--- src/rd_cfg.mem ---
// buffer fields base stride last size rvalid_size, msb first
// then stream fields base size rvalid_size stride0 stride1 stride2 last0 last1 last2
000000000000000000010000000000000000000000000000000000000100000000000011000001000000000001000000000000000001000000000000000000000010000000000010000000000000000000000000000000000100000000000000000000000100000000000000000000000001000000000000000000100000000100000001
111111111111111111111111111100000000000000000000000000000001000000000010000010000000000010000000000000100000000000000000000000000001000000000100000000000000000000000000000010000000000000000000000000001000000000000000000000000001000000000000000000010000001000000000
000000000000000000000001000000000000000000000000000000000010000000000000000000000100000000010000000000110000000000000000000000010000000000010000000000000000000000000000000000010000000000000000000000000001000000000000000000000000001000000000000000000000000100000010
000000000000000000100000000000000000000000000000000000000000100000000001000000001000000000100000000001000000000000000000000000000011000000000011000000000000000000000000000000100000000000000000000000000010000000000000000000000000100000000000000000010000000100000001

--- src/mem_ctrl_pkg.sv ---
package mem_ctrl_pkg;

  // ********************
  // bus and field widths
  // ********************

  localparam int ADDR_W    = 32;      // byte address and stride
  localparam int TX_SIZE_W = 10;      // request and response sizes
  localparam int LOOP_W    = 8;       // trip counts
  localparam int CFG_IDX_W = 2;       // config table index

  // last used entry of the config table
  localparam int CFG_LAST  = 3;

  // ********************
  // width types
  // ********************

  // byte address, also used for strides
  typedef logic [ADDR_W-1:0]    addr_t;

  // request size or expected response size
  typedef logic [TX_SIZE_W-1:0] tx_size_t;

  // loop count or loop maximum
  typedef logic [LOOP_W-1:0]    loop_t;

  // config table index
  typedef logic [CFG_IDX_W-1:0] cfg_idx_t;

endpackage

--- src/rd_cfg_pkg.sv ---
package rd_cfg_pkg;
  import mem_ctrl_pkg::*;

  // ********************
  // config table entry
  // ********************

  // buffer phase, one run of strided reads
  typedef struct packed {
    addr_t    base;         // first buffer address
    addr_t    stride;       // distance between reads
    loop_t    last;         // reads minus one
    tx_size_t size;         // request size
    tx_size_t rvalid_size;  // expected response size
  } buffer_cfg_t;

  // stream phase, three nested loops, loop 0 innermost
  typedef struct packed {
    addr_t    base;
    tx_size_t size;
    tx_size_t rvalid_size;
    addr_t    stride0;
    addr_t    stride1;
    addr_t    stride2;
    loop_t    last0;
    loop_t    last1;
    loop_t    last2;
  } stream_cfg_t;

  // one line of rd_cfg.mem, msb first
  typedef struct packed {
    buffer_cfg_t buffer;
    stream_cfg_t stream;
  } rd_cfg_t;

  // ********************
  // read request
  // ********************

  typedef struct packed {
    addr_t    addr;
    tx_size_t size;
    tx_size_t rvalid_size;
    loop_t    pu_id;        // zero on stream reads
    logic     is_buffer;    // buffer read, else stream read
  } rd_info_t;

endpackage

--- src/loop_counter.sv ---
`timescale 1ns/10ps

// up-counter that wraps to zero after a run-time maximum
module loop_counter #(
  parameter int COUNT_W = 8
) (
  input  logic               clk,
  input  logic               reset,
  input  logic               clear,   // back to zero, wins over step
  input  logic               step,
  input  logic [COUNT_W-1:0] last,    // highest count before wrap
  output logic [COUNT_W-1:0] count,
  output logic               at_max
);

  logic [COUNT_W-1:0] count_next;

  assign at_max = (count == last);

  always_comb begin
    count_next = count;
    if (clear) begin
      count_next = '0;
    end else if (step) begin
      if (at_max) begin
        count_next = '0;              // wrap
      end else begin
        count_next = count + 1'b1;
      end
    end
  end

  always_ff @(posedge clk) begin
    if (reset) begin
      count <= '0;
    end else begin
      count <= count_next;
    end
  end

endmodule

--- src/rd_cfg_rom.sv ---
`timescale 1ns/10ps

// read config table, one-cycle registered read
module rd_cfg_rom
  import mem_ctrl_pkg::*;
  import rd_cfg_pkg::*;
(
  input  logic     clk,
  input  cfg_idx_t idx,
  output rd_cfg_t  cfg
);

  // ********************
  // table storage
  // ********************

  logic [$bits(rd_cfg_t)-1:0] table_mem [0:CFG_LAST];

  initial begin
    $readmemb("/design/src/rd_cfg.mem", table_mem);
  end

  // a writable table could replace this read port later
  always_ff @(posedge clk) begin
    cfg <= rd_cfg_t'(table_mem[idx]);
  end

endmodule

--- src/buffer_addr_gen.sv ---
`timescale 1ns/10ps

// buffer phase, evenly spaced reads, one per processing unit
module buffer_addr_gen
  import mem_ctrl_pkg::*;
  import rd_cfg_pkg::*;
(
  input  logic        clk,
  input  logic        reset,
  input  logic        apply,        // load base, clear count
  input  logic        step,         // one buffer read issued
  input  buffer_cfg_t cfg,
  output addr_t       addr,
  output loop_t       pu_id,
  output logic        buffer_last   // current read is the last one
);

  // ********************
  // read counter
  // ********************

  // the count doubles as the processing-unit id
  loop_counter #(
    .COUNT_W (LOOP_W)
  ) u_buffer_count (
    .clk    (clk),
    .reset  (reset),
    .clear  (apply),
    .step   (step),
    .last   (cfg.last),
    .count  (pu_id),
    .at_max (buffer_last)
  );

  // ********************
  // address
  // ********************

  always_ff @(posedge clk) begin
    if (apply) begin
      addr <= cfg.base;               // first read of the run
    end else if (step) begin
      addr <= addr + cfg.stride;      // wraps modulo 2**32
    end
  end

endmodule

--- src/stream_addr_gen.sv ---
`timescale 1ns/10ps

// stream phase, three nested loops with their own strides
module stream_addr_gen
  import mem_ctrl_pkg::*;
  import rd_cfg_pkg::*;
(
  input  logic        clk,
  input  logic        reset,
  input  logic        apply,        // load base, clear all loops
  input  logic        step,         // one stream read issued
  input  stream_cfg_t cfg,
  output addr_t       addr,
  output logic        stream_last   // all three loops at their maximum
);

  logic  inner_max;
  logic  middle_max;
  logic  outer_max;
  logic  middle_step;
  logic  outer_step;
  addr_t middle_start;              // start of the current middle pass
  addr_t outer_start;               // start of the current outer pass
  addr_t middle_start_next;
  addr_t outer_start_next;

  // a level steps once every level inside it wraps
  assign middle_step = step && inner_max;
  assign outer_step  = middle_step && middle_max;
  assign stream_last = inner_max && middle_max && outer_max;

  // ********************
  // loop counters
  // ********************

  // only the at_max flags are needed here
  loop_counter #(
    .COUNT_W (LOOP_W)
  ) u_inner (
    .clk    (clk),
    .reset  (reset),
    .clear  (apply),
    .step   (step),
    .last   (cfg.last0),
    .count  (),
    .at_max (inner_max)
  );

  loop_counter #(
    .COUNT_W (LOOP_W)
  ) u_middle (
    .clk    (clk),
    .reset  (reset),
    .clear  (apply),
    .step   (middle_step),
    .last   (cfg.last1),
    .count  (),
    .at_max (middle_max)
  );

  loop_counter #(
    .COUNT_W (LOOP_W)
  ) u_outer (
    .clk    (clk),
    .reset  (reset),
    .clear  (apply),
    .step   (outer_step),
    .last   (cfg.last2),
    .count  (),
    .at_max (outer_max)
  );

  // ********************
  // addresses
  // ********************

  always_comb begin
    outer_start_next  = outer_max ? cfg.base : outer_start + cfg.stride2;
    middle_start_next = middle_start + cfg.stride1;
  end

  always_ff @(posedge clk) begin
    if (apply) begin
      addr         <= cfg.base;
      middle_start <= cfg.base;
      outer_start  <= cfg.base;
    end else if (outer_step) begin
      // inner levels restart from the new outer start
      addr         <= outer_start_next;
      middle_start <= outer_start_next;
      outer_start  <= outer_start_next;
    end else if (middle_step) begin
      addr         <= middle_start_next;
      middle_start <= middle_start_next;
    end else if (step) begin
      addr         <= addr + cfg.stride0;   // inner stride
    end
  end

endmodule

--- src/rd_ctrl_fsm.sv ---
`timescale 1ns/10ps

// read sequencer, table fetch then buffer phase then stream phase
module rd_ctrl_fsm (
  input  logic clk,
  input  logic reset,
  input  logic start,
  input  logic rd_ready,
  input  logic buffer_last,
  input  logic stream_last,
  input  logic at_max,        // entry counter on last table entry
  output logic apply,
  output logic buffer_step,
  output logic stream_step,
  output logic next_entry,
  output logic is_buffer,
  output logic rd_req,
  output logic done
);

  typedef enum logic [2:0] {
    idle,
    fetch_cfg,                // table read in flight
    apply_cfg,                // table output valid
    busy_buffer,
    busy_stream
  } rd_state_t;

  rd_state_t state;
  rd_state_t state_next;

  // ********************
  // strobes
  // ********************

  assign apply       = (state == apply_cfg);
  assign is_buffer   = (state == busy_buffer);
  assign buffer_step = is_buffer && rd_ready;
  assign stream_step = (state == busy_stream) && rd_ready;
  assign rd_req      = buffer_step || stream_step;
  assign next_entry  = stream_step && stream_last;

  // ********************
  // next state
  // ********************

  always_comb begin
    state_next = state;
    case (state)
      idle:        if (start) state_next = fetch_cfg;   // start ignored elsewhere
      fetch_cfg:   state_next = apply_cfg;
      apply_cfg:   state_next = busy_buffer;
      busy_buffer: if (buffer_step && buffer_last) state_next = busy_stream;
      busy_stream: begin
        if (next_entry) begin
          state_next = at_max ? idle : fetch_cfg;
        end
      end
      default:     state_next = idle;
    endcase
  end

  always_ff @(posedge clk) begin
    if (reset) begin
      state <= idle;
      done  <= 1'b0;
    end else begin
      state <= state_next;
      done  <= next_entry && at_max;  // cycle after the final read
    end
  end

endmodule

--- src/mem_read_ctrl.sv ---
`timescale 1ns/10ps

// read side of the memory request controller
module mem_read_ctrl
  import mem_ctrl_pkg::*;
  import rd_cfg_pkg::*;
(
  input  logic     clk,
  input  logic     reset,
  input  logic     start,
  input  logic     rd_ready,
  output logic     rd_req,
  output rd_info_t rd_info,
  output logic     done
);

  cfg_idx_t cfg_idx;
  rd_cfg_t  cfg;
  logic     at_max;
  logic     apply;
  logic     buffer_step;
  logic     stream_step;
  logic     next_entry;
  logic     is_buffer;
  logic     buffer_last;
  logic     stream_last;
  addr_t    buffer_addr;
  addr_t    stream_addr;
  loop_t    buffer_pu_id;

  // ********************
  // config table
  // ********************

  // wraps back to entry 0 after the last entry
  loop_counter #(
    .COUNT_W (CFG_IDX_W)
  ) u_entry_count (
    .clk    (clk),
    .reset  (reset),
    .clear  (1'b0),
    .step   (next_entry),
    .last   (cfg_idx_t'(CFG_LAST)),
    .count  (cfg_idx),
    .at_max (at_max)
  );

  rd_cfg_rom u_rd_cfg_rom (
    .clk (clk),
    .idx (cfg_idx),
    .cfg (cfg)
  );

  // ********************
  // sequencer
  // ********************

  rd_ctrl_fsm u_rd_ctrl_fsm (
    .clk         (clk),
    .reset       (reset),
    .start       (start),
    .rd_ready    (rd_ready),
    .buffer_last (buffer_last),
    .stream_last (stream_last),
    .at_max      (at_max),
    .apply       (apply),
    .buffer_step (buffer_step),
    .stream_step (stream_step),
    .next_entry  (next_entry),
    .is_buffer   (is_buffer),
    .rd_req      (rd_req),
    .done        (done)
  );

  // ********************
  // address generators
  // ********************

  buffer_addr_gen u_buffer_addr_gen (
    .clk         (clk),
    .reset       (reset),
    .apply       (apply),
    .step        (buffer_step),
    .cfg         (cfg.buffer),
    .addr        (buffer_addr),
    .pu_id       (buffer_pu_id),
    .buffer_last (buffer_last)
  );

  stream_addr_gen u_stream_addr_gen (
    .clk         (clk),
    .reset       (reset),
    .apply       (apply),
    .step        (stream_step),
    .cfg         (cfg.stream),
    .addr        (stream_addr),
    .stream_last (stream_last)
  );

  // request fields, valid while rd_req is high
  always_comb begin
    rd_info.is_buffer = is_buffer;
    if (is_buffer) begin
      rd_info.addr        = buffer_addr;
      rd_info.size        = cfg.buffer.size;
      rd_info.rvalid_size = cfg.buffer.rvalid_size;
      rd_info.pu_id       = buffer_pu_id;
    end else begin
      rd_info.addr        = stream_addr;
      rd_info.size        = cfg.stream.size;
      rd_info.rvalid_size = cfg.stream.rvalid_size;
      rd_info.pu_id       = '0;           // streams go to every unit
    end
  end

endmodule

--- config.mk ---
export PLATFORM = sky130hd
export DESIGN_NAME = mem_read_ctrl
export DESIGN_NICKNAME = d
export VERILOG_FILES = /design/src/mem_ctrl_pkg.sv /design/src/rd_cfg_pkg.sv /design/src/loop_counter.sv /design/src/rd_cfg_rom.sv /design/src/buffer_addr_gen.sv /design/src/stream_addr_gen.sv /design/src/rd_ctrl_fsm.sv /design/src/mem_read_ctrl.sv
export SDC_FILE = /design/constraint.sdc
export NUM_CORES = 1
export LEC_CHECK = 0
export ABC_AREA = 0
export BUFFER_PORTS_ARGS = -buffer_cell sky130_fd_sc_hd__buf_2
export CAP_MARGIN = 10
export CORE_MARGIN = 3
export CORE_UTILIZATION = 30
export CTS_BUF_LIST = sky130_fd_sc_hd__clkbuf_8
export CTS_CLUSTER_DIAMETER = 30
export DETAILED_ROUTE_END_ITERATION = 7
export GPL_TIMING_DRIVEN = 0
export PLACE_DENSITY = 0.71
export SLEW_MARGIN = 5
export SYNTH_ARGS = -nofsm -noshare
export SYNTH_HDL_FRONTEND = slang
export SYNTH_SLANG_ARGS = --single-unit
--- constraint.sdc ---
create_clock -name clk -period 2 [get_ports clk]
set_input_delay 0 -clock clk [delete_from_list [all_inputs] [get_ports clk]]
set_output_delay 0 -clock clk [all_outputs]
set_load 0.02 [all_outputs]
# After elaboration in Yosys (flattened, before gate mapping)
# Index checks and enable logic that the tools add are counted.
[op_classes]
n_eq_ne = 12
addsub = 9
reduce_logical = 17
n_mux = 23
[op_table]
columns = ["cell", "n"]
rows = [
  ["$mux 32", 12],
  ["$add 32x32->32", 4],
  ["$mux 60", 1],
  ["$add 8x1->8 const B", 4],
  ["$eq 8x8->1", 4],
  ["$mux 8", 4],
  ["$pmux 3 s5", 1],
  ["$logic_and 1x1->1", 9],
  ["$mux 3", 3],
  ["$eq 3x2->1 const B", 2],
  ["$ne 2x2->1 const B", 2],
  ["$reduce_bool 2->1", 2],
  ["$reduce_bool 4->1", 1],
  ["$eq 3x1->1 const B", 1],
  ["$eq 3x3->1 const B", 1],
  ["$logic_not 3->1", 1],
  ["$reduce_and 3->1", 1],
  ["$reduce_bool 3->1", 1],
  ["$add 2x1->2 const B", 1],
  ["$eq 2x2->1 const B", 1],
  ["$mux 2", 1],
  ["$ne 2x1->1 const B", 1],
  ["$reduce_or 2->1", 1],
  ["$logic_or 1x1->1", 1],
  ["$mux 1", 1],
]
[word_totals]
output_inout_bits = 63
regBits = 430
wordCells = 86

# Logic depth before layout (Yosys ltp)
[logic_depth]
ltp_word = 6
ltp_mapped = 4
ltp_nobuf = 4

# Modules after synthesis
# From an unflattened synthesis, not the netlist that was laid out.
[unflattened]
cells_unflattened = 2057
hier_area_um2 = 17684.5
[modules_own_cells]
columns = ["mod", "n_inst", "area_per_inst_um2", "seq_area_each_um2", "cells_each"]
rows = [
  ["stream_addr_gen", 1, 9496.6, 2882.8, 1120],
  ["buffer_addr_gen", 1, 3139.3, 960.9, 368],
  ["rd_cfg_rom", 1, 1985.7, 0.0, 265],
  ["loop_counter at u_buffer_addr_gen.u_buffer_count ...", 4, 434.2, 160.2, 49],
  ["mem_read_ctrl", 1, 968.4, 0.0, 70],
  ["rd_ctrl_fsm", 1, 231.5, 80.1, 24],
  ["loop_counter at u_entry_count", 1, 126.4, 40.0, 14],
]

# Worst setup path before layout
# No wires, ideal clock.
[synth_timing]
path_type = "register to register"
startpoint = "reg u_rd_ctrl_fsm.state[0]"
endpoint = "reg u_entry_count.count[0]"
period_less_slack_ns = 1.003
arrival_time_ns = 0.889
stages_incl_launch_ff = 4
setup_slack_ns = 0.997
path_cell_list = "dfxtp_1 -> and4bb_2 -> mux2i_1 -> nor2_1"
[synth_between]
elab_chain_len = 3
[synth_rtl]
columns = ["item", "line", "text"]
rows = [
  ["start: declaration", "rd_ctrl_fsm.sv:29", "rd_state_t state;"],
  ["start signal: assignment", "rd_ctrl_fsm.sv:65", "state <= idle;"],
  ["start signal: assignment", "rd_ctrl_fsm.sv:68", "state <= state_next;"],
  ["$eq 3x3->1", "rd_ctrl_fsm.sv:39", "assign stream_step = (state == busy_stream) && rd_ready;"],
  ["$logic_and 1x1->1", "rd_ctrl_fsm.sv:39", ""],
  ["$logic_and 1x1->1", "rd_ctrl_fsm.sv:41", "assign next_entry = stream_step && stream_last;"],
  ["end signal: assignment", "loop_counter.sv:37", "count <= count_next;"],
  ["end: declaration", "loop_counter.sv:12", "output logic [COUNT_W-1:0] count,"],
]
# Every way passes these cells.
# A chain may end at the register's enable or synchronous reset.

# Final worst setup path
[layout_timing]
startpoint = "reg u_rd_ctrl_fsm.state[2]"
endpoint = "out rd_req"
[layout_between]
elab_chain_len = 3
elab_cells_between_ends = 5
classes_between = "2 x eq/ne; 3 x reduce/logical"
[layout_rtl]
columns = ["item", "line", "text"]
rows = [
  ["$eq 3x2->1 / $eq 3x3->1 (equally long branches)", "rd_ctrl_fsm.sv:37, rd_ctrl_fsm.sv:39", ""],
  ["$logic_and 1x1->1 (on tied branches)", "rd_ctrl_fsm.sv:38, rd_ctrl_fsm.sv:39", ""],
  ["$logic_or 1x1->1 *", "rd_ctrl_fsm.sv:40", "assign rd_req = buffer_step || stream_step;"],
  ["end: declaration", "mem_read_ctrl.sv:12", "output logic rd_req,"],
]
# Mark *: on every way between the ends. The rest lies on a longest branch, timed or not.

==> run metrics <==
outcome=finished, final reports clean; WL/cell=6.23 µm; largest net degree at the start of global routing=8; CP startpoint=u_rd_ctrl_fsm.state[2]$_SDFFE_PP0P_; worst-path cell chain=nor3b_1 > o21a_1 > buf_2; initial core utilization=32.5%; Final Hold Fails=0; crit end category=output pin; critical path class=flip-flop to output pin; Mapped Cells=89; Die Wd=55.4 µm; Hold Path Origin=reset; Max Root-Sink Buffers=2; R2R Path End=u_entry_count.count[1]$_SDFFE_PP0P_; Avg Cell Area, Syn=8.22 µm²; Vias/cell=2.95; cts hold-fix bufs=0; Worst Skew=0.00204 ns; first-pass GRT wire length=1850 µm; io pins=67; Reg2Reg Depth=3; DRC=0; Worst Hold Class=input port to flip-flop; post-DP HPWL=1070 µm; r2r startpoint=u_rd_ctrl_fsm.state[0]$_SDFFE_PP0P_; gpl congestion=0.680; Syn Std Cell Area=732 µm²; final setup vio count=0; final std cells w/o fill=185; routed wire length=1150 µm; first drt pass iteration count=4; critical path depth in cells=3; post-synth top area share=62.6%; cell taking the most area after synthesis=buf_4; fin crit share=57.6%; Core Util, Final=47.0%; fraction of layout cells with a size suffix above 1=47.1%; Total GRT Usage=7.55%; PD cells=493 nW/µm²; CTS Root Cell=clkbuf_8; synthesized flop and latch total=6; Buf+Inv Stages, Crit Path=1; nets=164; Layout area overhead=44.8%; count of input and output buffers=6; post-layout min period=1.15 ns; Pleak=0.686 nW; Critical Path RT=2.00 ns; Max Fclk=868 MHz; Worst-Skew Late Latency=0.22 ns; setup_tns=0 ns; number of nets still failing antenna checks after routing=0; slowest CP cell=dfxtp_1; slowest stage delay, CP=0.36 ns; initial antenna violation count=0; post-synthesis sequential area ratio=16.4%; Critical Path AT=1.15 ns; row cnt=17; Core Area=2250 µm²; Remaining Overflow, GRT=0; CTS buffer count=3; vias in the first global route=437; total die area=3070 µm²; register clock-pin slew on the reported worst setup and hold paths=0.03 ns; first-iteration detailed-routing DRC count=4; largest cells by area after synthesis=buf_4 (63%), dfxtp_1 (16%), mux2i_1 (4.1%), and3b_2 (2.7%), nor2_1 (2.6%); R2R Setup Slk=0.92 ns; Antenna Cells=0; CP Max Fanout=5; CTS tree=done; max cap viols=0; Synth warnings=0; Largest delay share family, worst path=flip-flops; clock sink count=6; cell count after placement=182; # H-tree levels=1; Post-CTS Resized=0; crit start category=flip-flop; Die H=55.4 µm; synth unique cells=15; RSZ-0062 raised after global routing=false; DR vias=545; Post-CTS Setup Inserts=0; worst vdd rail ir drop=0.441 mV; fill count=239; crit path to=rd_req; Max Slew Vio Count=0
-- cell usage after synthesis --
| cell | number |
|---|---|
| o21a_1 | 1 |
| ha_1 | 1 |
| mux2i_1 | 3 |
| and3b_2 | 2 |
| a21oi_1 | 2 |
| nor2_1 | 5 |
| buf_4 | 61 |
| and4bb_2 | 1 |
| o21ai_0 | 2 |
| nor3b_1 | 1 |
| a31oi_1 | 1 |
| and2b_2 | 1 |
| conb_1 | 1 |
| dfxtp_1 | 6 |
| nand2b_1 | 1 |
-- through the flow --
stage	hold slack, ns	setup slack (ns)	cell area, µm²	total power [mW]
after floorplan	0.0691	0.997	953	0.333
after global placement	0.228	0.971	1020	0.341
after detailed placement	0.251	0.921	1020	0.343
after CTS	0.0188	0.851	1060	0.524
after global routing	0.0216	0.755	1060	0.559
final	0.0229	0.848	1060	0.523
-- power by group --
group	internal (mW)	switching, mW	leakage (nW)	total [mW]
logic	0.0901	0.126	0.615	0.216
registers	0.125	0.00616	0.0488	0.131
clock network	0.129	0.0460	0.0216	0.175
-- kinds of logic after synthesis --
group	after synthesis	share of synthesized area (%)
flip-flops	6	16.4
adder cells (fa/ha/maj)	1	1.71
buffers and inverters	61	62.6
other	1	0.512
AND/OR/NAND/NOR	11	10.1
AO/OA/AOI/OAI	6	4.62
multiplexers	3	4.10
-- cells in the final DEF (no fill, tap or decap) --
master / instances
buf_4: 61
conb_1: 60
buf_2: 6
dfxtp_1: 6
nor2_1: 5
mux2i_1: 3
clkbuf_8: 3
and3b_2: 2
a21oi_1: 2
o21ai_0: 2
nor3b_1: 1
o21a_1: 1
and4bb_2: 1
nand2b_1: 1
and2b_2: 1
a31oi_1: 1
ha_1: 1
-- metal layers --
layer | vias up | part of all wire, % | track usage, %
li1 | 298 | - | -
met5 | - | 0 | 0
met2 | 44 | 49 | 12.3
met3 | 3 | 21 | 7.94
met4 | 0 | 0.78 | 2.08
met1 | 200 | 30 | 6.15
-- sequential cells by signal, summed over array words and instances (netlist names) --
register and flops:
u_rd_ctrl_fsm.done 1, u_entry_count.count 2, u_rd_ctrl_fsm.state 3
-- worst min path at each step --
stage                                                     end  slack (ns)  depth (start not counted)
final                     u_rd_ctrl_fsm.state[0]$_SDFFE_PP0P_        0.02                          2
after global routing      u_rd_ctrl_fsm.state[0]$_SDFFE_PP0P_        0.02                          2
after CTS                 u_rd_ctrl_fsm.state[0]$_SDFFE_PP0P_        0.02                          2
after detailed placement  u_rd_ctrl_fsm.state[0]$_SDFFE_PP0P_        0.25                          2
after global placement    u_rd_ctrl_fsm.state[0]$_SDFFE_PP0P_        0.23                          2
after floorplan           u_rd_ctrl_fsm.state[0]$_SDFFE_PP0P_        0.07                          1
-- layout make-up --
class	instances	area (µm²)	share of cell area, %
buffer	61	458	43.2
multi-input combinational	81	375	35.4
sequential	6	120	11.3
clock buffer	3	41.3	3.90
tap	28	35.0	3.31
timing repair buffer	6	30.0	2.83
Note: power is estimated with default switching activity, not from simulation.
